[src/source/glay_pkg.sv]
// ----------------------------------------------------------
// Request cluster package
// Lane count, packet widths, FIFO sizing and engine opcodes
// shared by the packer, the demux and the engine lanes
// ----------------------------------------------------------

package glay_pkg;

  // ----------------------------------------------------------
  // Cluster sizing
  // ----------------------------------------------------------
  // Engine lanes, also the width of every destination mask
  localparam int num_lanes = 4;

  // Command data and lane accumulator width
  localparam int data_width = 32;

  // Sequence tag stamped on every forwarded packet
  localparam int tag_width = 8;

  // ----------------------------------------------------------
  // Demux buffering
  // ----------------------------------------------------------
  localparam int fifo_depth = 16;

  // Leaves 4 free entries for packets still in flight
  localparam int prog_full_thresh = 12;

  // ----------------------------------------------------------
  // Engine opcodes
  // ----------------------------------------------------------
  // Codes 0, 5, 6 and 7 are rejected by the packer
  typedef enum logic [2:0] {
    op_add   = 3'd1,
    op_min   = 3'd2,
    op_max   = 3'd3,
    op_clear = 3'd4
  } opcode_t;

  localparam int opcode_width = $bits(opcode_t);

  // FIFO word is {opcode, mask, tag, data}
  localparam int packet_width = opcode_width + num_lanes + tag_width + data_width;

endpackage : glay_pkg

[src/source/request_fifo.sv]
// ----------------------------------------------------------
// Request FIFO
// Synchronous first-word-fall-through circular buffer with
// full, empty and programmable-full flags
// ----------------------------------------------------------

`timescale 1ns/1ns

module request_fifo #(
  parameter int depth = glay_pkg::fifo_depth
) (
  input  logic                              ap_clk,
  input  logic                              areset_control,
  input  logic                              wr_en,
  input  logic [glay_pkg::packet_width-1:0] din,
  input  logic                              rd_en,
  output logic [glay_pkg::packet_width-1:0] dout,
  output logic                              full,
  output logic                              empty,
  output logic                              prog_full
);

  localparam int ptr_w = $clog2(depth);
  localparam int cnt_w = ptr_w + 1;

  logic [glay_pkg::packet_width-1:0] mem [depth];
  logic [ptr_w-1:0]                  wr_ptr;
  logic [ptr_w-1:0]                  rd_ptr;
  logic [cnt_w-1:0]                  count;
  logic                              do_wr;
  logic                              do_rd;

  // Writes while full and reads while empty are dropped
  assign do_wr = wr_en & ~full;
  assign do_rd = rd_en & ~empty;

  assign full      = (count == cnt_w'(depth));
  assign empty     = (count == '0);
  assign prog_full = (count >= cnt_w'(glay_pkg::prog_full_thresh));

  // Head entry shows without a read request
  assign dout = mem[rd_ptr];

  always_ff @(posedge ap_clk) begin
    if (do_wr) begin
      mem[wr_ptr] <= din;
    end
  end

  // Pointers wrap on their own for a power of two depth
  always_ff @(posedge ap_clk) begin
    if (areset_control) begin
      wr_ptr <= '0;
      rd_ptr <= '0;
      count  <= '0;
    end else begin
      if (do_wr) begin
        wr_ptr <= wr_ptr + 1'b1;
      end
      if (do_rd) begin
        rd_ptr <= rd_ptr + 1'b1;
      end
      case ({do_wr, do_rd})
        2'b10:   count <= count + 1'b1;
        2'b01:   count <= count - 1'b1;
        default: count <= count;
      endcase
    end
  end

endmodule : request_fifo

[src/source/request_packer.sv]
// ----------------------------------------------------------
// Request packer
// Checks incoming commands, stamps a sequence tag on each
// valid one and forwards it as a single cycle packet pulse.
// Rejected commands are counted. Back-pressure follows the
// demux programmable-full flag
// ----------------------------------------------------------

`timescale 1ns/1ns

module request_packer (
  input  logic                                 ap_clk,
  input  logic                                 areset_control,
  input  logic                                 cmd_valid,
  input  logic [2:0]                           cmd_opcode,
  input  logic [glay_pkg::num_lanes-1:0]       cmd_mask,
  input  logic [glay_pkg::data_width-1:0]      cmd_data,
  output logic                                 cmd_ready,
  input  logic                                 buf_prog_full,
  output logic                                 pkt_valid,
  output glay_pkg::opcode_t                    pkt_opcode,
  output logic [glay_pkg::num_lanes-1:0]       pkt_mask,
  output logic [glay_pkg::tag_width-1:0]       pkt_tag,
  output logic [glay_pkg::data_width-1:0]      pkt_data,
  output logic [15:0]                          drop_count
);

  logic                           cmd_accept;
  logic                           opcode_ok;
  logic                           cmd_ok;
  logic [glay_pkg::tag_width-1:0] tag_count;

  // Stop taking commands while the buffer is close to full
  assign cmd_ready  = ~buf_prog_full;
  assign cmd_accept = cmd_valid & cmd_ready;

  always_comb begin
    case (cmd_opcode)
      glay_pkg::op_add,
      glay_pkg::op_min,
      glay_pkg::op_max,
      glay_pkg::op_clear: opcode_ok = 1'b1;
      default:            opcode_ok = 1'b0;
    endcase
  end

  // A packet needs a known opcode and at least one lane
  assign cmd_ok = opcode_ok & (|cmd_mask);

  always_ff @(posedge ap_clk) begin
    if (areset_control) begin
      pkt_valid  <= 1'b0;
      tag_count  <= '0;
      drop_count <= '0;
    end else begin
      pkt_valid <= cmd_accept & cmd_ok;
      if (cmd_accept && cmd_ok) begin
        tag_count <= tag_count + 1'b1;
      end
      if (cmd_accept && !cmd_ok) begin
        drop_count <= drop_count + 16'd1;
      end
    end
  end

  // Packet payload
  always_ff @(posedge ap_clk) begin
    pkt_opcode <= glay_pkg::opcode_t'(cmd_opcode);
    pkt_mask   <= cmd_mask;
    pkt_tag    <= tag_count;
    pkt_data   <= cmd_data;
  end

endmodule : request_packer

[src/source/request_demux.sv]
// ----------------------------------------------------------
// Request demux
// Buffers engine packets and delivers each head packet to
// every lane in its destination mask at once. The head only
// leaves when all addressed lanes report ready, so order is
// strictly first in, first out
// ----------------------------------------------------------

`timescale 1ns/1ns

module request_demux (
  input  logic                            ap_clk,
  input  logic                            areset_control,
  input  logic                            pkt_valid,
  input  glay_pkg::opcode_t               pkt_opcode,
  input  logic [glay_pkg::num_lanes-1:0]  pkt_mask,
  input  logic [glay_pkg::tag_width-1:0]  pkt_tag,
  input  logic [glay_pkg::data_width-1:0] pkt_data,
  output logic                            buf_prog_full,
  input  logic [glay_pkg::num_lanes-1:0]  lane_ready,
  output logic [glay_pkg::num_lanes-1:0]  lane_valid,
  output glay_pkg::opcode_t               lane_opcode,
  output logic [glay_pkg::tag_width-1:0]  lane_tag,
  output logic [glay_pkg::data_width-1:0] lane_data
);

  // ----------------------------------------------------------
  // Input register
  // ----------------------------------------------------------
  logic                            in_valid;
  glay_pkg::opcode_t               in_opcode;
  logic [glay_pkg::num_lanes-1:0]  in_mask;
  logic [glay_pkg::tag_width-1:0]  in_tag;
  logic [glay_pkg::data_width-1:0] in_data;

  always_ff @(posedge ap_clk) begin
    if (areset_control) begin
      in_valid <= 1'b0;
    end else begin
      in_valid <= pkt_valid;
    end
  end

  always_ff @(posedge ap_clk) begin
    in_opcode <= pkt_opcode;
    in_mask   <= pkt_mask;
    in_tag    <= pkt_tag;
    in_data   <= pkt_data;
  end

  // ----------------------------------------------------------
  // Packet FIFO
  // ----------------------------------------------------------
  logic                              fifo_wr_en;
  logic                              fifo_rd_en;
  logic [glay_pkg::packet_width-1:0] fifo_din;
  logic [glay_pkg::packet_width-1:0] fifo_dout;
  logic                              fifo_full;
  logic                              fifo_empty;
  logic                              fifo_prog_full;

  // Packets without a destination never enter the queue
  assign fifo_wr_en = in_valid & (|in_mask) & ~fifo_full;
  assign fifo_din   = {in_opcode, in_mask, in_tag, in_data};

  request_fifo #(
    .depth(glay_pkg::fifo_depth)
  ) i_request_fifo (
    .ap_clk        (ap_clk),
    .areset_control(areset_control),
    .wr_en         (fifo_wr_en),
    .din           (fifo_din),
    .rd_en         (fifo_rd_en),
    .dout          (fifo_dout),
    .full          (fifo_full),
    .empty         (fifo_empty),
    .prog_full     (fifo_prog_full)
  );

  // ----------------------------------------------------------
  // Pop control
  // ----------------------------------------------------------
  logic [2:0]                      head_opcode;
  logic [glay_pkg::num_lanes-1:0]  head_mask;
  logic [glay_pkg::tag_width-1:0]  head_tag;
  logic [glay_pkg::data_width-1:0] head_data;
  logic [glay_pkg::num_lanes-1:0]  ready_reg;
  logic [glay_pkg::num_lanes-1:0]  ready_masked;

  assign {head_opcode, head_mask, head_tag, head_data} = fifo_dout;

  // Lanes outside the head's mask do not hold it back
  assign ready_masked = ready_reg & head_mask;
  assign fifo_rd_en   = ~fifo_empty & (ready_masked == head_mask);

  always_ff @(posedge ap_clk) begin
    if (areset_control) begin
      ready_reg     <= '0;
      buf_prog_full <= 1'b0;
    end else begin
      ready_reg     <= lane_ready;
      buf_prog_full <= fifo_prog_full;
    end
  end

  // ----------------------------------------------------------
  // Output stage, pop to lane_valid in two cycles
  // ----------------------------------------------------------
  logic                            dout_valid;
  glay_pkg::opcode_t               dout_opcode;
  logic [glay_pkg::num_lanes-1:0]  dout_mask;
  logic [glay_pkg::tag_width-1:0]  dout_tag;
  logic [glay_pkg::data_width-1:0] dout_data;

  always_ff @(posedge ap_clk) begin
    if (areset_control) begin
      dout_valid <= 1'b0;
      lane_valid <= '0;
    end else begin
      dout_valid <= fifo_rd_en;
      lane_valid <= dout_mask & {glay_pkg::num_lanes{dout_valid}};
    end
  end

  always_ff @(posedge ap_clk) begin
    dout_opcode <= glay_pkg::opcode_t'(head_opcode);
    dout_mask   <= head_mask;
    dout_tag    <= head_tag;
    dout_data   <= head_data;
    lane_opcode <= dout_opcode;
    lane_tag    <= dout_tag;
    lane_data   <= dout_data;
  end

endmodule : request_demux

[src/source/engine_lane.sv]
// ----------------------------------------------------------
// Engine lane
// Applies packet opcodes to a lane accumulator and reports
// each executed packet with its tag one cycle later
// ----------------------------------------------------------

`timescale 1ns/1ns

module engine_lane (
  input  logic                            ap_clk,
  input  logic                            areset_control,
  input  logic                            lane_stall,
  output logic                            lane_ready,
  input  logic                            lane_valid,
  input  glay_pkg::opcode_t               lane_opcode,
  input  logic [glay_pkg::tag_width-1:0]  lane_tag,
  input  logic [glay_pkg::data_width-1:0] lane_data,
  output logic [glay_pkg::data_width-1:0] acc,
  output logic                            lane_done,
  output logic [glay_pkg::tag_width-1:0]  lane_tag_out
);

  logic [glay_pkg::data_width-1:0] acc_next;

  // Ready drops one cycle after a stall request
  always_ff @(posedge ap_clk) begin
    if (areset_control) begin
      lane_ready <= 1'b1;
    end else begin
      lane_ready <= ~lane_stall;
    end
  end

  // ----------------------------------------------------------
  // Opcode execution
  // ----------------------------------------------------------
  // Min and max compare unsigned
  always_comb begin
    case (lane_opcode)
      glay_pkg::op_add:   acc_next = acc + lane_data;
      glay_pkg::op_min:   acc_next = (lane_data < acc) ? lane_data : acc;
      glay_pkg::op_max:   acc_next = (lane_data > acc) ? lane_data : acc;
      glay_pkg::op_clear: acc_next = lane_data;
      default:            acc_next = acc;
    endcase
  end

  // Packets are taken even while stalled
  always_ff @(posedge ap_clk) begin
    if (areset_control) begin
      acc       <= '0;
      lane_done <= 1'b0;
    end else begin
      lane_done <= lane_valid;
      if (lane_valid) begin
        acc <= acc_next;
      end
    end
  end

  always_ff @(posedge ap_clk) begin
    lane_tag_out <= lane_tag;
  end

endmodule : engine_lane

[src/source/request_cluster_top.sv]
// ----------------------------------------------------------
// Request cluster top
// Packer feeding the demux, which fans packets out to four
// engine lanes. Per-lane outputs are flattened
// ----------------------------------------------------------

`timescale 1ns/1ns

module request_cluster_top (
  input  logic                                                ap_clk,
  input  logic                                                areset_control,
  input  logic                                                cmd_valid,
  input  logic [2:0]                                          cmd_opcode,
  input  logic [glay_pkg::num_lanes-1:0]                      cmd_mask,
  input  logic [glay_pkg::data_width-1:0]                     cmd_data,
  output logic                                                cmd_ready,
  input  logic [glay_pkg::num_lanes-1:0]                      lane_stall,
  output logic [glay_pkg::num_lanes*glay_pkg::data_width-1:0] acc_out,
  output logic [glay_pkg::num_lanes-1:0]                      lane_done,
  output logic [glay_pkg::num_lanes*glay_pkg::tag_width-1:0]  lane_tag_out,
  output logic [15:0]                                         drop_count
);

  logic                            buf_prog_full;
  logic                            pkt_valid;
  glay_pkg::opcode_t               pkt_opcode;
  logic [glay_pkg::num_lanes-1:0]  pkt_mask;
  logic [glay_pkg::tag_width-1:0]  pkt_tag;
  logic [glay_pkg::data_width-1:0] pkt_data;
  logic [glay_pkg::num_lanes-1:0]  lane_ready;
  logic [glay_pkg::num_lanes-1:0]  lane_valid;
  glay_pkg::opcode_t               lane_opcode;
  logic [glay_pkg::tag_width-1:0]  lane_tag;
  logic [glay_pkg::data_width-1:0] lane_data;

  request_packer i_request_packer (
    .ap_clk        (ap_clk),
    .areset_control(areset_control),
    .cmd_valid     (cmd_valid),
    .cmd_opcode    (cmd_opcode),
    .cmd_mask      (cmd_mask),
    .cmd_data      (cmd_data),
    .cmd_ready     (cmd_ready),
    .buf_prog_full (buf_prog_full),
    .pkt_valid     (pkt_valid),
    .pkt_opcode    (pkt_opcode),
    .pkt_mask      (pkt_mask),
    .pkt_tag       (pkt_tag),
    .pkt_data      (pkt_data),
    .drop_count    (drop_count)
  );

  request_demux i_request_demux (
    .ap_clk        (ap_clk),
    .areset_control(areset_control),
    .pkt_valid     (pkt_valid),
    .pkt_opcode    (pkt_opcode),
    .pkt_mask      (pkt_mask),
    .pkt_tag       (pkt_tag),
    .pkt_data      (pkt_data),
    .buf_prog_full (buf_prog_full),
    .lane_ready    (lane_ready),
    .lane_valid    (lane_valid),
    .lane_opcode   (lane_opcode),
    .lane_tag      (lane_tag),
    .lane_data     (lane_data)
  );

  // Lanes share the payload bus and differ only in valid
  for (genvar i = 0; i < glay_pkg::num_lanes; i++) begin : g_lane
    engine_lane i_engine_lane (
      .ap_clk        (ap_clk),
      .areset_control(areset_control),
      .lane_stall    (lane_stall[i]),
      .lane_ready    (lane_ready[i]),
      .lane_valid    (lane_valid[i]),
      .lane_opcode   (lane_opcode),
      .lane_tag      (lane_tag),
      .lane_data     (lane_data),
      .acc           (acc_out[i*glay_pkg::data_width +: glay_pkg::data_width]),
      .lane_done     (lane_done[i]),
      .lane_tag_out  (lane_tag_out[i*glay_pkg::tag_width +: glay_pkg::tag_width])
    );
  end

endmodule : request_cluster_top

[config.mk]
export PLATFORM = sky130hd
export DESIGN_NAME = request_cluster_top
export DESIGN_NICKNAME = d
export VERILOG_FILES = /design/src/source/glay_pkg.sv /design/src/source/request_fifo.sv /design/src/source/request_packer.sv /design/src/source/request_demux.sv /design/src/source/engine_lane.sv /design/src/source/request_cluster_top.sv
export SDC_FILE = /design/constraint.sdc
export NUM_CORES = 1
export LEC_CHECK = 0
export BUFFER_PORTS_ARGS = -buffer_cell sky130_fd_sc_hd__buf_2
export CORE_ASPECT_RATIO = 1.2
export CORE_MARGIN = 2
export CORE_UTILIZATION = 25
export DETAILED_ROUTE_END_ITERATION = 12
export PLACE_DENSITY_LB_ADDON = 0.05
export SLEW_MARGIN = 15
export SYNTH_ARGS = -nofsm -noshare
export SYNTH_HDL_FRONTEND = slang
export SYNTH_HIERARCHICAL = 1
export SYNTH_SLANG_ARGS = --single-unit
[constraint.sdc]
create_clock -name ap_clk -period 5.58 [get_ports ap_clk]
set_clock_uncertainty 0.05 [all_clocks]
set_input_delay 0.558 -clock ap_clk [delete_from_list [all_inputs] [get_ports ap_clk]]
set_output_delay 0.558 -clock ap_clk [all_outputs]
set_load 0.005 [all_outputs]
Word-level counts from Yosys, hierarchy flattened

Memory sizes are Yosys's and may differ from the RTL's. A register that Yosys moved wholly into a read port is not among the register bits.
Index checks and enable logic that the tools add are counted.

Bits of input ports: 46
Register bits after elaboration: 377
Output and inout port bits: 181
Memories: 1
Word-level logic and storage cells: 127
RAM bits: 752

Add/subtract/negate cells: 10
Bitwise operators: 17
Reductions and logical operators: 13
Mux-type cells: 18
Magnitude comparators: 9
Equality and inequality tests: 20

Memories:

| memory                             | depth | width | rd ports | clocked after Yosys merged registers in | write ports | RTL line           | text |
|---|---|---|---|---|---|---|---|
| i_request_demux.i_request_fifo.mem | 16    | 47    | 1        | 1                                       | 1           | request_fifo.sv:26 | `logic [glay_pkg::packet_width-1:0] mem [depth];` |

Operators with widths:

| cell                                                                                | number |
|---|---|
| 32-bit case mux with 4 select lines                                                 | 4 |
| 32-bit 2-to-1 mux                                                                   | 8 |
| 32-bit adder                                                                        | 4 |
| 32-bit > comparator                                                                 | 4 |
| 32-bit < comparator                                                                 | 4 |
| 16-bit by 1-bit adder with 16-bit output, second input constant                     | 1 |
| 2-bit by 1-bit != test with 1-bit output, second input constant                     | 8 |
| 4-bit AND reduction                                                                 | 4 |
| 3-bit by 2-bit equality test with 1-bit output, second input constant               | 4 |
| 4-bit OR reduction                                                                  | 3 |
| 5-bit case mux with 2 select lines                                                  | 1 |
| 4-bit by 1-bit adder with 4-bit output, second input constant                       | 2 |
| 8-bit by 1-bit adder with 8-bit output, second input constant                       | 1 |
| 1-bit bitwise AND                                                                   | 8 |
| 4-bit bitwise AND                                                                   | 2 |
| 4-bit 2-to-1 mux                                                                    | 2 |
| 1-bit NOT                                                                           | 7 |
| 3-bit by 1-bit equality test with 1-bit output, second input constant               | 2 |
| 3-bit equality test, second input constant                                          | 2 |
| 5-bit by 1-bit adder with 5-bit output, second input constant                       | 1 |
| 5-bit equality test, second input constant                                          | 1 |
| 5-bit by 4-bit greater-or-equal comparator with 1-bit output, second input constant | 1 |
| 5-bit zero test                                                                     | 1 |
| 5-bit by 1-bit subtractor with 5-bit output, second input constant                  | 1 |
| other kinds (8)                                                                     | 11 |

Longest topological paths before layout

Depth in word-level cells: 6
Depth in mapped cells: 19

Hierarchy

The synthesis kept the hierarchy.

Modules (own cells, without submodules):

| module                                    | cells each | times used | area an instance (um^2) |
|---|---|---|---|
| request_fifo                              | 1,275      | 1          | 29,105.4 |
| engine_lane (g_lane[1].i_engine_lane ...) | 576        | 3          | 4,375.4 |
| engine_lane (g_lane[0].i_engine_lane)     | 555        | 1          | 4,157.7 |
| request_demux                             | 168        | 1          | 3,105.5 |
| request_packer                            | 188        | 1          | 2,152.1 |

Worst setup path before layout

No wires, ideal clock.

Path kind: reg-to-reg
From: register i_request_demux.i_request_fifo.count[2]
To: memory i_request_demux/i_request_fifo/mem[0][0] (netlist bit), enable pin
Cell stages (with the launch flop): 9
Data arrival time: 4.845 ns
Path buffers: 2
Path slack: 0.175 ns
Period minus slack after synthesis: 5.405 ns
Cell sequence: dfxtp_1 buf_2 or4_4 buf_6 nor2_1 nor3b_1 o21a_4 nand2_1 nor3_1

Word-level cells in the longest chain between the ends: 6

RTL lines:

| element                                | RTL line            | text |
|---|---|---|
| start, declared                        | request_fifo.sv:29  | `logic [cnt_w-1:0] count;` |
| start signal, assigned                 | request_fifo.sv:64  | `2'b10: count <= count + 1'b1;` |
| start signal, assigned                 | request_fifo.sv:65  | `2'b01: count <= count - 1'b1;` |
| start signal, assigned                 | request_fifo.sv:66  | `default: count <= count;` |
| 5-bit equality test                    | request_fifo.sv:37  | `assign full = (count == cnt_w'(depth));` |
| net i_request_demux.fifo_full          | request_demux.sv:58 | `logic fifo_full;` |
| 1-bit NOT                              | request_demux.sv:63 | `assign fifo_wr_en = in_valid & (\|in_mask) & ~fifo_full;` |
| 1-bit bitwise AND                      | request_demux.sv:63 |  |
| net i_request_demux.fifo_wr_en         | request_demux.sv:54 | `logic fifo_wr_en;` |
| 1-bit bitwise AND                      | request_fifo.sv:34  | `assign do_wr = wr_en & ~full;` |
| 1-bit 2-to-1 mux                       | request_fifo.sv:45  | `if (do_wr) begin` |
| 1-bit 2-to-1 mux (implied by the code) | request_fifo.sv:46  | `mem[wr_ptr] <= din;` |
| end, declared                          | request_fifo.sv:26  |  |

The timed path passes the listed nets, and every way through them passes these cells.

==> summary.txt <==
Worst hold path
  – Hold crit path type: input port to register

Clock tree
  – CTS H-tree depth: 4
  – Num CTS Buffers: 139
  – CTS resizes: 0
  – Clock Pin Slew Worst Setup and Hold Paths: 0.06 ns
  – CTS max path bufs: 3
  – Worst-skew pair later-pin latency: 0.80 ns
  – Post-CTS setup buffers: 0
  – Clk sink count: 1157
  – CTS tree: done
  – CTS Root Cell: clkbuf_16

Power
  – Switch share: 21.61%
  – Internal: 15.00 mW
  – Cell area power density: 311.3 mW/mm2
  – LEAKAGE: 21.60 nW
  – Switching power total: 4.137 mW
  – Peak supply drop: 0.3129 mV
  – Power consumption: 19.14 mW
  – Comb pwr share: 1.8%
  – Sequential power share: 48.5%
  – Clock power frac: 49.7%

Timing
  – F_max: 0.2247 GHz
  – Minimum clock period: 4.450 ns
  – Worst-Margin Slew: 1.114 ns
  – RSZ-0062 raised after global routing: no
  – Fin Setup TNS: 0 ns
  – Final Cycle Share: 79.75%
  – Final setup vio count: 0
  – Max_slew headroom: 25.56%
  – Final Hold Vio Count: 0
  – Slew Limit Fails: 0

Critical path
  – Data required, critical path: 6.19 ns
  – Crit path to: i_request_demux/i_request_fifo/count[4]
  – Critical R2R Capture: i_request_demux/i_request_fifo/count[4]
  – Peak fanout along the critical path: 39
  – Type of the worst setup path: register to register
  – CP Capture Type: register
  – Minimum setup slack among reg-to-reg paths: 1.13 ns
  – Worst EP arrival: 5.06 ns
  – Worst Setup Start Kind: register
  – Worst r2r path cells: 16

Layout
  – Synth-to-Final Area Change: 19.05%
  – Share of cells above drive strength 1: 19.31%
  – FF/Latch Area: 0.03070 mm2
  – Biggest regs: i_request_demux/i_request_fifo/mem (752), g_lane.i_engine_lane/acc (128)
  – Fin cells: 7087
  – Max reg flops: 752
  – Layout fillers: 20812
  – Largest register by flop count: i_request_demux/i_request_fifo/mem
  – Final nets: 4518
  – Multi-input logic area: 0.01908 mm2

Logic synthesis
  – Synth Area in Simple Gates: 8.196%
  – Synthesized area per cell: 13.20 um2
  – Adder-Cell Fraction of Synth Area: 6.502%
  – Cell count after synthesis: 3914
  – Yosys cell types: 91
  – Synth Area in XOR/XNOR: 2.052%
  – Compound-Gate Fraction of Synth Area: 11.03%
  – Mapped Area: 0.05165 mm2
  – Top FF cell, synth: edfxtp_1
  – Synth Warn #: 6
  – Post-synth EDFFs: 752
  – Post-synthesis mux area share: 8.855%
  – Synth Register Bits: 1157
  – Largest family of logic cells by synthesized area: compound AO/OA/AOI/OAI gates
  – Post-synth ARST share: 0%
  – Post-synthesis sequential area ratio: 59.42%
  – Syn nets: 4226

Floorplan
  – Total Die Area: 0.2103 mm2
  – Rows: 182
  – Ports: 227
  – Initial core utilization: 25.17%
  – Die Height: 501.9 um
  – Core area: 0.2052 mm2
  – Horiz. Die Dim: 418.9 um

GRT
  – Overall global routing resource usage: 16.23%
  – First-pass GRT wire length: 247200 um
  – Total grt overflow: 0
  – Initial antenna violation count: 5
  – Number of global-route vias before repair: 34021
  – Largest net degree at the start of global routing: 68

Drt
  – Initial DRT Pass Iterations: 5
  – Final WL: 171000 um
  – Per-cell routed wire length: 24.13 um
  – Vias per cell: 4.558
  – Via count: 32300
  – Initial DRC Count: 1779
  – ANT nets after route: 0
  – Drt drc: 0

Place
  – IO buf count: 226
  – Post-placement cell count: 6782
  – GP Congestion: 0.8031
  – Post-DP HPWL: 110800 um

Job
  – Max-cap violations: 0

Outcome
  – Status: complete, no violations
what timing repair did:
item / 4_1_cts / 5_1_grt
hold endpoints to repair: 43 / 0
hold buffers: 43 / 0
endpoints found under the setup margin: 0 / 0
cells in the mapped netlist (12+ instances only):
master    number  area (um2)
o211ai_1      17       127.6
xnor2_1      102       893.4
a31oi_1       14       87.58
ha_1         262        3278
or3_1         21       131.4
buf_6         27       304.0
a211oi_1      38       285.3
dfxtp_1      405        8108
mux4_2       188        4234
inv_1        245       919.6
mux2i_1       26       260.3
clkbuf_1     106       397.9
o21bai_1      27       202.7
or4_1         15       112.6
nor2_1       289        1085
a22oi_1       94       705.7
a21o_1        25       187.7
buf_1         15       56.30
o21ai_0       61       305.3
a211o_1       98       858.3
nand4_1       26       162.7
xor2_1        19       166.4
a21oi_1      265        1326
buf_2         47       235.2
nand2_1      233       874.6
nor3_1        52       260.3
edfxtp_1     752       22580
o31ai_1       38       285.3
nor2b_1       42       262.8
nor3b_1       13       97.59
nand3_1       46       230.2
buf_4         15       112.6
nand2b_1      39       244.0
o21a_1        14       105.1
and3_1        12       75.07
nor4_1        35       219.0
metal layers:
layer  up-vias  track usage, %  wire length, um
li1      15238               -                -
met1     16331           20.74            76190
met2       573           28.17            84870
met3       158           2.886             6231
met4         0           4.037             3698
met5         -               0                0
layout make-up:
class | instances | area share [%]
flip-flops and latches | 1157 | 49.93
multi-input cells | 2300 | 31.03
clock buffers | 197 | 6.610
well taps | 2760 | 5.617
repair buffers | 362 | 4.076
inverters | 246 | 1.502
clock inverters | 62 | 1.229
diodes | 3 | 0.01221
metrics by stage:
stage	util, %	area, um2	hold WS [ns]	setup slack (ns)
after detailed placement	27.40	56230	0.2621	1.026
after global placement	27.40	56230	0.2608	1.079
after global routing	29.96	61480	0.1952	0.7242
after CTS	29.96	61480	0.1263	1.007
after floorplan	-	51650	0.2596	0.1755
final	29.97	61480	0.2253	1.130
cell usage in the layout, fill, tap and decap left out, drive strengths merged, types with 27 or more instances in the layout:
master       synthesis  final
xnor2              102    102
a22oi               94     94
ha                 262    262
mux4               188    188
dfxtp              405    405
clkinv               0     43
o31ai               41     41
o21bai              27     27
nor2               289    289
o211ai              27     27
buf                104    318
nand2b              40     40
nor2b               43     43
inv                246    251
nand2              233    233
nor3                55     55
dlygate4sd3          0     43
edfxtp             752    752
clkbuf             107    198
nor4                39     39
o21ai               75     75
a211o               98     98
a21oi              271    271
a211oi              44     44
nand3               46     46
power by group through the flow:
stage / logic, mW / clock network, mW / registers (mW)
2_1_floorplan: 0.201 / 0 / 9.41
5_1_grt: 0.390 / 10.2 / 9.30
4_1_cts: 0.359 / 9.90 / 9.29
3_3_place_gp: 0.337 / 0 / 9.48
3_5_place_dp: 0.333 / 0 / 9.48
6_report: 0.349 / 9.50 / 9.29
worst max-delay path, stage by stage, from the launching register on:
cell and delay [ns]:
dfxtp_4 0.93, mux4_2 0.59, a22oi_1 0.24, nand2_1 0.12, nand2b_2 0.09, o221ai_2 0.10
nor3_1 0.22, buf_4 0.20, o21ai_4 0.08, inv_1 0.07, ha_1 0.33, xor2_1 0.18
ha_1 0.21, inv_1 0.07, a21o_1 0.15, a221oi_1 0.32, mux2_2 0.37
worst min path at each step:
stage,startpoint,to,slack [ns],cells after the start
finish,cmd_valid,i_request_packer/drop_count[0],0.23,5
global route,cmd_valid,i_request_packer/drop_count[1],0.20,5
CTS,cmd_valid,i_request_packer/drop_count[0],0.13,5
detailed placement,i_request_packer/pkt_data[25],i_request_demux/in_data[25],0.26,0
global placement,i_request_packer/pkt_data[6],i_request_demux/in_data[6],0.26,0
floorplan,i_request_packer/pkt_data[0],i_request_demux/in_data[0],0.26,0
kinds of logic after synthesis:
kind of cell / Yosys count
AOI/OAI and AO/OA: 820
xor gates and xnor gates: 121
adders and majority gates: 266
buffers and inverters: 457
DFF: 1157
muxes: 221
and+or+nand+nor: 872
(Power assumes the default switching activity.)
